**src/rtl/l2_ret_pkg.sv**
```systemverilog
// Line geometry is fixed at four 32-bit lanes with 7 SEC-DED check bits each (156-bit array word)
`default_nettype none

package l2_ret_pkg;

   // Line geometry
   localparam int LANES       = 4;
   localparam int LANE_DATA_W = 32;
   localparam int LANE_ECC_W  = 7;
   localparam int LANE_GRP_W  = LANE_DATA_W + LANE_ECC_W;
   localparam int LINE_DATA_W = LANES * LANE_DATA_W;
   localparam int LINE_ECC_W  = LANES * LANE_ECC_W;
   localparam int LINE_W      = LINE_DATA_W + LINE_ECC_W;

   // Return datapath output, data and check bits in separate fields
   typedef struct packed {
      logic [LINE_DATA_W-1:0] data;
      logic [LINE_ECC_W-1:0]  ecc;
   } ret_line_t;

   // One bit per lane
   typedef struct packed {
      logic [LANES-1:0] ce;
      logic [LANES-1:0] ue;
   } ecc_status_t;

   // Syndrome of one lane
   typedef struct packed {
      logic [5:0] syn;
      logic       mismatch;
   } lane_syn_t;

   // Hamming bits over codeword positions 1..38, data skips the powers of two
   function automatic logic [LANE_ECC_W-1:0] ecc_encode_lane(input logic [LANE_DATA_W-1:0] d);
      logic [5:0] h;
      int         j;
      h = '0;
      j = 0;
      for (int pos = 1; pos <= LANE_GRP_W - 1; pos++) begin
         if ((pos & (pos - 1)) != 0) begin
            for (int i = 0; i < 6; i++) begin
               if (pos[i]) h[i] = h[i] ^ d[j];
            end
            j++;
         end
      end
      // Overall even parity in bit 6
      return {(^d) ^ (^h), h};
   endfunction

   // Zero syndrome and no mismatch for a clean lane
   function automatic lane_syn_t ecc_syndrome_lane(input logic [LANE_DATA_W-1:0] d,
                                                  input logic [LANE_ECC_W-1:0]  c);
      logic [LANE_ECC_W-1:0] recalc;
      lane_syn_t             s;
      recalc     = ecc_encode_lane(d);
      s.syn      = recalc[5:0] ^ c[5:0];
      s.mismatch = ^{d, c};
      return s;
   endfunction

endpackage

`default_nettype wire

```
**src/rtl/sctag_data_store.sv**
```systemverilog
// No reset on the array, a read and a write to the same index in one cycle return the old word
`timescale 1ns/1ps
`default_nettype none

module sctag_data_store #(
   parameter int DEPTH = 16
) (
   input  wire                               rclk,
   input  wire                               wr_en,
   input  wire  [$clog2(DEPTH)-1:0]          wr_index,
   input  wire  [l2_ret_pkg::LINE_W-1:0]     wr_line,
   input  wire                               rd_en,
   input  wire  [$clog2(DEPTH)-1:0]          rd_index,
   output logic [l2_ret_pkg::LINE_W-1:0]     rd_line_c6
);

   import l2_ret_pkg::*;

   // Line storage
   logic [LINE_W-1:0] mem [DEPTH];

   // Fill port
   always_ff @(posedge rclk) begin
      if (wr_en) begin
         mem[wr_index] <= wr_line;
      end
   end

   // Registered read, holds its word between reads
   always_ff @(posedge rclk) begin
      if (rd_en) begin
         rd_line_c6 <= mem[rd_index];
      end
   end

endmodule

`default_nettype wire

```
**config.mk**
```make
export PLATFORM = sky130hd
export DESIGN_NAME = sctag_data_store
export DESIGN_NICKNAME = d
export VERILOG_FILES = /design/src/rtl/l2_ret_pkg.sv /design/src/rtl/sctag_data_store.sv
export SDC_FILE = /design/constraint.sdc
export NUM_CORES = 2
export LEC_CHECK = 0
export BUFFER_PORTS_ARGS = -buffer_cell sky130_fd_sc_hd__buf_2
export CAP_MARGIN = 20
export CORE_MARGIN = 5
export CORE_UTILIZATION = 61
export DETAILED_ROUTE_END_ITERATION = 8
export PLACE_DENSITY = 0.83
export SYNTH_ARGS = -nofsm -noshare
export SYNTH_HDL_FRONTEND = slang
export SYNTH_SLANG_ARGS = --single-unit
```
**constraint.sdc**
```tcl
create_clock -name rclk -period 17.4 [get_ports rclk]
set_input_delay 2.61 -clock rclk [delete_from_list [all_inputs] [get_ports rclk]]
set_output_delay 2.61 -clock rclk [all_outputs]
set_load 0.01 [all_outputs]
```
==> out/results.tsv <==
metric	value	unit
viasPerCell	6.71	
cts_setup_buffers	0	
grt_pass1_wl	343	mm
netlist_instances	4086	
drt_wl_total	236	mm
post-route-min-period	6.66	ns
syn-num-nets	4253	
postSynthAreaPerCell	24.1	µm²
area_growth_syn_to_layout	12.4	%
yosysTopAreaCell	edfxtp_1	
drc_errors	0	
htreeDepth	4	
die_h	412	µm
reg2reg_depth	3	
arrival	7.29	ns
clock_skew	0.0941	ns
drtIter0Drc	6621	
drv_slew	0	
die_area	0.169	mm²
cpMaxStageDelayCell	buf_4	
grt_use_total	28.3	%
ys_seq_area_share	80.9	%
crit_end	rd_line_c6[82]	
nNetsFinal	4677	
mostFrequentLayoutCell	edfxtp_1	
crit_top_cell	buf_4	
period_share	38.3	%
r2r_start	mem[0][138]	
hold_path_class	reg -> reg	
clk_pin_slew_worst_paths	0.06	ns
seqCellArea	0.0796	mm²
maxCapViolations	0	
leakagePower	35.1	nW
cts-root-buf	clkbuf_16	
path_cells	buf_8 > buf_4 > buf_4 > buf_4 > buf_4 > mux4_2 > a22oi_1 > nand2_1	
power_density	119	mW/mm²
gp_congestion	0.731	
ant_nets	0	
dr.pass1.iters	8	
cp_max_fo	78	
status	finished clean	
cp.required	18.03	ns
worst-r2r-setup-slack	15.73	ns
peakVddDrop	0.123	mV
clk_latency	0.89	ns
dpl.hpwl	109	mm
synth_top_area_share	80.9	%
multi_input_area	0.0178	mm²
drive_gt1_share	30.5	%
wire_per_inst	34.1	µm
path_class	in -> reg	
crit_start	rd_index[1]	
num_io_pins	323	
grt_max_degree	158	
ctsResizeCount	0	
max_freq	150	MHz
start_kind	input port	
worstHoldStart	mem[14][2]	
antenna_found_initial	60	
num-fill-cells	9122	
grt_pass1_vias	49100	
num_rows	147	
vias	46500	
worstMarginPinSlew	1.20	ns
slowest_delay	0.87	ns
core_area	0.161	mm²
initial_utilization	61.3	%
cts_tree	built	
total_power	13.1	mW
syn_area	0.0984	mm²
reg2reg_to	rd_line_c6[138]	
cts_hold_buffers	0	
grt_overflow	0	
clock_path_buffers	3	
ys_ff_latch	2652	
io_buffers	322	
final_hold_viol_count	0	
die_w	412	µm
numCtsBuffers	238	
ys_warn_count	0	
ys_types	25	
mostFrequentLayoutCells	edfxtp_1, mux4_2, buf_2, a22oi_1, clkbuf_16	
fin_setup_tns	0	ns
rsz0062_at_grt	no	
setup-violations-final	0	
clock-sinks	2652	
synth.area.top_cells	edfxtp_1, mux4_2, a22oi_1	
max_slew_margin	20.3	%
critPathCaptureType	flip-flop	
-- synth_stat cells --
library cell and count:
mux4_2 581, o21ai_0 20, o22a_1 6, nand2_1 115, a22oi_1 263, o221ai_1 26
clkbuf_1 69, nor3_1 4, buf_2 111, nor2_2 2, and2_1 3, buf_4 14
nand2b_1 21, nand3b_1 2, buf_6 14, mux2_2 80, nor2b_1 32, nor2_1 13
nand3_1 1, a221oi_1 17, buf_1 9, or3b_2 1, edfxtp_1 2652, or2_2 1
mux2i_1 29
-- per-layer routing --
metal  track usage (%)  vias to the layer above  part of all wire, %
li1                  -                    18500                    -
met1              37.2                    24500                   35
met2              47.4                     3045                   51
met3              5.86                      483                   10
met4              11.2                       26                  3.6
met5                 0                        -                0.080
-- report_power, final --
group / switching, mW / internal [mW]
registers: 0.0573 / 7.20
logic: 0.384 / 0.242
clock network: 2.35 / 2.87
total: 2.79 / 10.3
-- registers in the layout (all words and copies together) (netlist names) --
signal      flops
mem          2496
rd_line_c6    156
-- how the worst min path moves through the flow --
stage	to	depth (start not counted)
CTS	rd_line_c6[2]	3
detailed placement	rd_line_c6[31]	3
global route	rd_line_c6[141]	3
floorplan	rd_line_c6[0]	3
finish	rd_line_c6[2]	3
global placement	rd_line_c6[109]	3
-- metrics by stage --
stage / worst slack [ns] / area, µm² / instances / hold WS, ns / utilization, %
floorplan: 2.89 / 98400 / 4086 / 0.710 / -
global placement: 10.00 / 103000 / 6428 / 0.719 / 63.9
global route: 10.61 / 111000 / 6906 / 0.761 / 68.8
detailed placement: 9.96 / 103000 / 6428 / 0.728 / 63.9
finish: 10.74 / 111000 / 6930 / 0.688 / 68.9
CTS: 10.89 / 110000 / 6879 / 0.689 / 68.8
-- final cells by class --
class / count / area share [%]
Antenna cell: 49 / 0.111
Clock buffer: 283 / 5.54
Clock inverter: 168 / 1.54
Multi-Input combinational cell: 1217 / 16.1
Sequential cell: 2652 / 72.0
Tap cell: 2160 / 2.44
Timing Repair Buffer: 401 / 2.25
-- critical path: cells and delay by family --
kind / cells / cell delay (ns)
AO/OA/AOI/OAI: 1 / 0.28
buffers and inverters: 5 / 3.67
multiplexers: 1 / 0.43
AND/OR/NAND/NOR: 1 / 0.10
-- logic make-up (layout without fill, tap and decap cells) --
logic type	after synthesis	after routing	synth area share, %
simple gates	195	195	0.913
flops	2652	2652	80.9
mux	690	690	14.5
buf+inv	217	852	1.13
other cells	0	49	0
compound gates	332	332	2.54
(Power assumes the default switching activity.)
