===== src/rtl/l2_ret_pkg.sv =====
// Line geometry is fixed at four 32-bit lanes with 7 SEC-DED check bits each (156-bit array word)
`default_nettype none

package l2_ret_pkg;

   // Line geometry
   localparam int LANES       = 4;
   localparam int LANE_DATA_W = 32;
   localparam int LANE_ECC_W  = 7;
   localparam int LANE_GRP_W  = LANE_DATA_W + LANE_ECC_W;
   localparam int LINE_DATA_W = LANES * LANE_DATA_W;
   localparam int LINE_ECC_W  = LANES * LANE_ECC_W;
   localparam int LINE_W      = LINE_DATA_W + LINE_ECC_W;

   // Return datapath output, data and check bits in separate fields
   typedef struct packed {
      logic [LINE_DATA_W-1:0] data;
      logic [LINE_ECC_W-1:0]  ecc;
   } ret_line_t;

   // One bit per lane
   typedef struct packed {
      logic [LANES-1:0] ce;
      logic [LANES-1:0] ue;
   } ecc_status_t;

   // Syndrome of one lane
   typedef struct packed {
      logic [5:0] syn;
      logic       mismatch;
   } lane_syn_t;

   // Hamming bits over codeword positions 1..38, data skips the powers of two
   function automatic logic [LANE_ECC_W-1:0] ecc_encode_lane(input logic [LANE_DATA_W-1:0] d);
      logic [5:0] h;
      int         j;
      h = '0;
      j = 0;
      for (int pos = 1; pos <= LANE_GRP_W - 1; pos++) begin
         if ((pos & (pos - 1)) != 0) begin
            for (int i = 0; i < 6; i++) begin
               if (pos[i]) h[i] = h[i] ^ d[j];
            end
            j++;
         end
      end
      // Overall even parity in bit 6
      return {(^d) ^ (^h), h};
   endfunction

   // Zero syndrome and no mismatch for a clean lane
   function automatic lane_syn_t ecc_syndrome_lane(input logic [LANE_DATA_W-1:0] d,
                                                  input logic [LANE_ECC_W-1:0]  c);
      logic [LANE_ECC_W-1:0] recalc;
      lane_syn_t             s;
      recalc     = ecc_encode_lane(d);
      s.syn      = recalc[5:0] ^ c[5:0];
      s.mismatch = ^{d, c};
      return s;
   endfunction

endpackage

`default_nettype wire


===== src/rtl/sctag_ecc_correct.sv =====
// Corrects one flipped bit per lane and flags two; three or more flips are not detected reliably
`timescale 1ns/1ps
`default_nettype none

module sctag_ecc_correct (
   input  wire                                  rclk,
   input  wire                                  reset,
   input  l2_ret_pkg::ret_line_t                ret_c7,
   output logic [l2_ret_pkg::LINE_DATA_W-1:0]   data_c8,
   output l2_ret_pkg::ecc_status_t              status_c8
);

   import l2_ret_pkg::*;

   // Per-lane working values
   lane_syn_t              syn   [LANES];
   logic [LANE_DATA_W-1:0] lane_d;
   logic [LANE_ECC_W-1:0]  lane_c;
   int                     j;

   // Corrected result, still in c7
   logic [LINE_DATA_W-1:0] data_c7;
   ecc_status_t            status_c7;

   always_comb begin
      data_c7   = '0;
      status_c7 = '0;
      lane_d    = '0;
      lane_c    = '0;
      j         = 0;
      for (int k = 0; k < LANES; k++) begin
         lane_d = ret_c7.data[k*LANE_DATA_W +: LANE_DATA_W];
         lane_c = ret_c7.ecc[k*LANE_ECC_W +: LANE_ECC_W];
         syn[k] = ecc_syndrome_lane(lane_d, lane_c);

         // Single error, flip the data bit at the syndrome position
         if (syn[k].mismatch) begin
            status_c7.ce[k] = 1'b1;
            j = 0;
            for (int pos = 1; pos <= LANE_GRP_W - 1; pos++) begin
               if ((pos & (pos - 1)) != 0) begin
                  if (int'(syn[k].syn) == pos) lane_d[j] = ~lane_d[j];
                  j++;
               end
            end
         end

         // Even number of flips with nonzero syndrome
         else if (syn[k].syn != '0) begin
            status_c7.ue[k] = 1'b1;
         end

         data_c7[k*LANE_DATA_W +: LANE_DATA_W] = lane_d;
      end
   end

   // Stage c8
   always_ff @(posedge rclk) begin
      if (reset) begin
         data_c8   <= '0;
         status_c8 <= '0;
      end else begin
         data_c8   <= data_c7;
         status_c8 <= status_c7;
      end
   end

endmodule

`default_nettype wire


===== config.mk =====
export PLATFORM = sky130hd
export DESIGN_NAME = sctag_ecc_correct
export DESIGN_NICKNAME = d
export VERILOG_FILES = /design/src/rtl/l2_ret_pkg.sv /design/src/rtl/sctag_ecc_correct.sv
export SDC_FILE = /design/constraint.sdc
export NUM_CORES = 1
export LEC_CHECK = 0
export BUFFER_PORTS_ARGS = -buffer_cell sky130_fd_sc_hd__buf_2
export CAP_MARGIN = 20
export CORE_ASPECT_RATIO = 0.8
export CORE_MARGIN = 3
export CORE_UTILIZATION = 40
export CTS_BUF_LIST = sky130_fd_sc_hd__clkbuf_8
export DETAILED_ROUTE_END_ITERATION = 8
export GPL_TIMING_DRIVEN = 0
export SLEW_MARGIN = 10
export SYNTH_ARGS = -nofsm -noshare
export SYNTH_HDL_FRONTEND = slang
export SYNTH_SLANG_ARGS = --single-unit

===== constraint.sdc =====
create_clock -name rclk -period 4.28 [get_ports rclk]
set_clock_uncertainty 0.2 [all_clocks]
set_input_delay 1.07 -clock rclk [delete_from_list [all_inputs] [get_ports rclk]]
set_output_delay 1.07 -clock rclk [all_outputs]
set_load 0.1 [all_outputs]

==> implementation parameters <==
Parameter                              Value

Run status
  Status    finished, final reports clean

Placement
  Final GP Congestion    0.954
  Half-perimeter wire length of the detailed placement result    about 27,000 µm
  Number of port buffers    291
  Cell area after placement    11,400 µm²

Min path
  Worst min path class    in -> reg

Floorplan
  Area enclosed by the die boundary    25,800 µm²
  Row count    49
  Vertical extent of the die    144 µm
  Die Span X    roughly 180 µm
  Number of top-level pins    294
  Effective utilization at floorplan    41.6%
  Core area    22,900 µm²

Timing
  Endpoints failing hold    0
  Fmax achieved    0.245 GHz
  Slew of the pin with the lowest slew margin    0.935 ns
  Ratio of final minimum period to clock period    a little over nine tenths
  Pins Over Slew Limit    0
  Setup violations, final    0
  RSZ-0062 raised after global routing    no
  Period minus WS final    4.09 ns
  Worst slew margin relative to its limit    37.2%

Routing
  Total number of vias    about 9,000
  Number of design-rule violations left by the first detailed-router iteration    1,049
  First drt pass iteration count    7
  Detail-routed via count per cell    5.56
  Remaining routing DRC violations    0
  Antenna viol nets, final    0
  Final routed wire length divided by cell count    21.2 µm
  Sum of routed wire length over all layers    34,300 µm

Yosys
  Cell taking the most area after synthesis    dfxtp_1
  Proportion of synthesized flip-flops having asynchronous set or reset    0%
  Synth Cell Area    9540 µm²
  Fraction of the yosys area taken by sequential cells    between 20% and 30%
  Dominant synthesized flop cell    dfxtp_1
  Syn Inst Count    984
  Number of distinct library cells after synthesis    44
  Area share of the leading cell type in the synthesized netlist    28.5%
  Number of warning messages in the yosys log    0
  Most area-consuming cells after synthesis    dfxtp_1 (29%), xnor3_1 (13%), xnor2_1 (12%)
  Synthesized netlist net count    1,142
  Average size of a mapped cell    9.70 µm²
  Post-synthesis sequential element count    136
  Number of enable flip-flop cells after synthesis    0

Global route
  Via count of the first global-routing pass    8,316
  Largest net degree at the start of global routing    17
  Global route overflow    0
  Wire length of the first global-routing pass    50,500 µm
  Total routing usage reported by global routing    between 20% and 30%
  Number of antenna violations at the first check in global routing    2

Layout
  Area taken by multi-input logic gates    6550 µm²
  Share of layout cells above drive strength 1    a little over a quarter
  Area added between synthesis and finish    23.9%
  Register area    2720 µm²
  Final-stage net count    about 1,500
  Final standard cell area without fillers    11,800 µm²
  Fill cell count    2,192

Setup path
  Setup crit start    ret_c7[93]
  Type of the worst setup path    in -> reg
  Worst endpoint required time    ~4.4 ns
  Arrival time of data at the critical path endpoint    about 4.2 ns
  Crit path capture    data_c8[77]$_SDFF_PP0_
  Critical-path maximum fanout    10
  Nature of the critical path startpoint    input pin
  Critical path endpoint category    flop

Clock network
  Register clock-pin slew on the reported worst setup and hold paths    0.08 ns
  Clock tree from TritonCTS    built
  Number of buffers on the longest clock path    2
  Number of sinks on the clock net    136
  Post-CTS Resized    0
  CTS HTree Levels    4
  Post-CTS repair timing setup buffer count    0
  CTS buffer count    17
  CTS hold repair buffers    0
  Clock Root Buffer    clkbuf_8

Job
  Maximum capacitance violations    0

Power
  Overall power of the completed layout    7.88 mW
  IR drop worst, VDD    between 0.4 and 0.5 mV
  Power per standard cell area    approximately 670 nW/µm²
  Leakage power    5.09 nW
## layout by cell type, fill, tap and decap left out, types with 4 or more instances in the layout
| cell | Yosys | routed |
|---|---|---|
| buf_2 | 9 | 300 |
| dfxtp_1 | 136 | 136 |
| xnor2_1 | 131 | 131 |
| a21oi_1 | 107 | 107 |
| o31ai_1 | 65 | 65 |
| or4_1 | 65 | 65 |
| xnor3_1 | 55 | 55 |
| xor2_1 | 53 | 53 |
| nor2_1 | 51 | 51 |
| clkbuf_1 | 47 | 47 |
| nor2b_1 | 38 | 38 |
| mux2_1 | 34 | 34 |
| or3_1 | 31 | 31 |
| nand3_1 | 26 | 26 |
| nand2_1 | 19 | 19 |
| a211oi_1 | 18 | 18 |
| o21ai_0 | 18 | 18 |
| clkbuf_8 | 0 | 18 |
| nand4_1 | 13 | 13 |
| o21ai_1 | 11 | 11 |
| and2_1 | 8 | 8 |
| xor3_1 | 7 | 7 |
| clkinv_4 | 0 | 6 |
| nor3_1 | 5 | 5 |
| xnor2_2 | 4 | 4 |
| mux2i_1 | 4 | 4 |
## state kept, by name (all words and copies together), names as in the netlist
name	count
data_c8	128
status_c8	8
## kinds of logic after synthesis
kind of cell / count (synthesis) / share of synthesized area [%]
AO/OA/AOI/OAI: 223 / 14.1
multiplexers: 40 / 4.72
AND/OR/NAND/NOR: 267 / 16.3
buffers and inverters: 63 / 2.83
XOR/XNOR: 255 / 33.6
flip-flops: 136 / 28.5
## per-layer routing
layer	GRT usage [%]	vias to the layer above	routed length, µm
li1	-	4218	-
met5	0	-	0
met4	6.80	0	588
met3	5.83	39	3300
met2	38.2	480	14700
met1	38.4	4255	15700
## synthesized netlist by cell type, drive strengths merged, types with 2 or more instances
master / n
o21ai: 29
nor2: 51
or3: 32
or4: 65
nor3: 5
o31ai: 65
xor3: 8
a211oi: 18
buf: 14
xor2: 54
inv: 2
xnor2: 137
nand2: 19
nor2b: 38
nand3: 26
clkbuf: 47
xnor3: 56
dfxtp: 136
and2: 8
o311a: 2
a21oi: 107
mux2: 34
nor4: 3
or4b: 2
nand4: 13
mux2i: 6
## critical path, cell delays in order
cell and delay, ns:
buf_2 0.14, xnor3_1 0.43, xnor3_1 0.29, xnor3_1 0.46
xnor2_1 0.75, nand3_1 0.33, a211oi_1 0.38, mux2_1 0.36
## worst min-delay path by stage
stage	slack (ns)	endpoint	cells after the start	from
after CTS	0.67	data_c8[14]$_SDFF_PP0_	3	ret_c7[42]
after global routing	0.68	data_c8[14]$_SDFF_PP0_	3	ret_c7[42]
after floorplan	1.01	data_c8[50]$_SDFF_PP0_	2	ret_c7[78]
final	0.71	data_c8[14]$_SDFF_PP0_	3	ret_c7[42]
after global placement	1.16	data_c8[14]$_SDFF_PP0_	3	ret_c7[42]
after detailed placement	1.16	data_c8[14]$_SDFF_PP0_	3	ret_c7[42]
## report_power, final
| group | switching [mW] | total (mW) | internal [mW] |
|---|---|---|---|
| Combinational | 3.78 | 5.24 | 1.46 |
| Sequential | 0.0466 | 1.45 | 1.41 |
| Clock | 0.576 | 1.19 | 0.609 |
## cell type report
type	instances	area share, %
Inverter	2	0.0635
Clock inverter	14	1.61
Antenna cell	3	0.0635
Tap cell	306	3.24
Buffer	61	2.22
Multi-Input combinational cell	785	55.4
Sequential cell	136	23.0
Timing Repair Buffer	291	12.3
Clock buffer	18	2.09
## through the flow
| step | instances | setup slack (ns) | TNS, ns | hold slack, ns | util, % |
|---|---|---|---|---|---|
| 4_1_cts | 1613 | 0.327 | 0 | 0.671 | 51.5 |
| 2_1_floorplan | 984 | 0.540 | 0 | 1.01 | - |
| 5_1_grt | 1615 | 0.118 | 0 | 0.675 | 51.6 |
| 6_report | 1616 | 0.193 | 0 | 0.711 | 51.6 |
| 3_3_place_gp | 1581 | -0.121 | -0.550 | 1.16 | 49.6 |
| 3_5_place_dp | 1581 | -0.164 | -0.968 | 1.16 | 49.6 |
(Power assumes the default switching activity.)
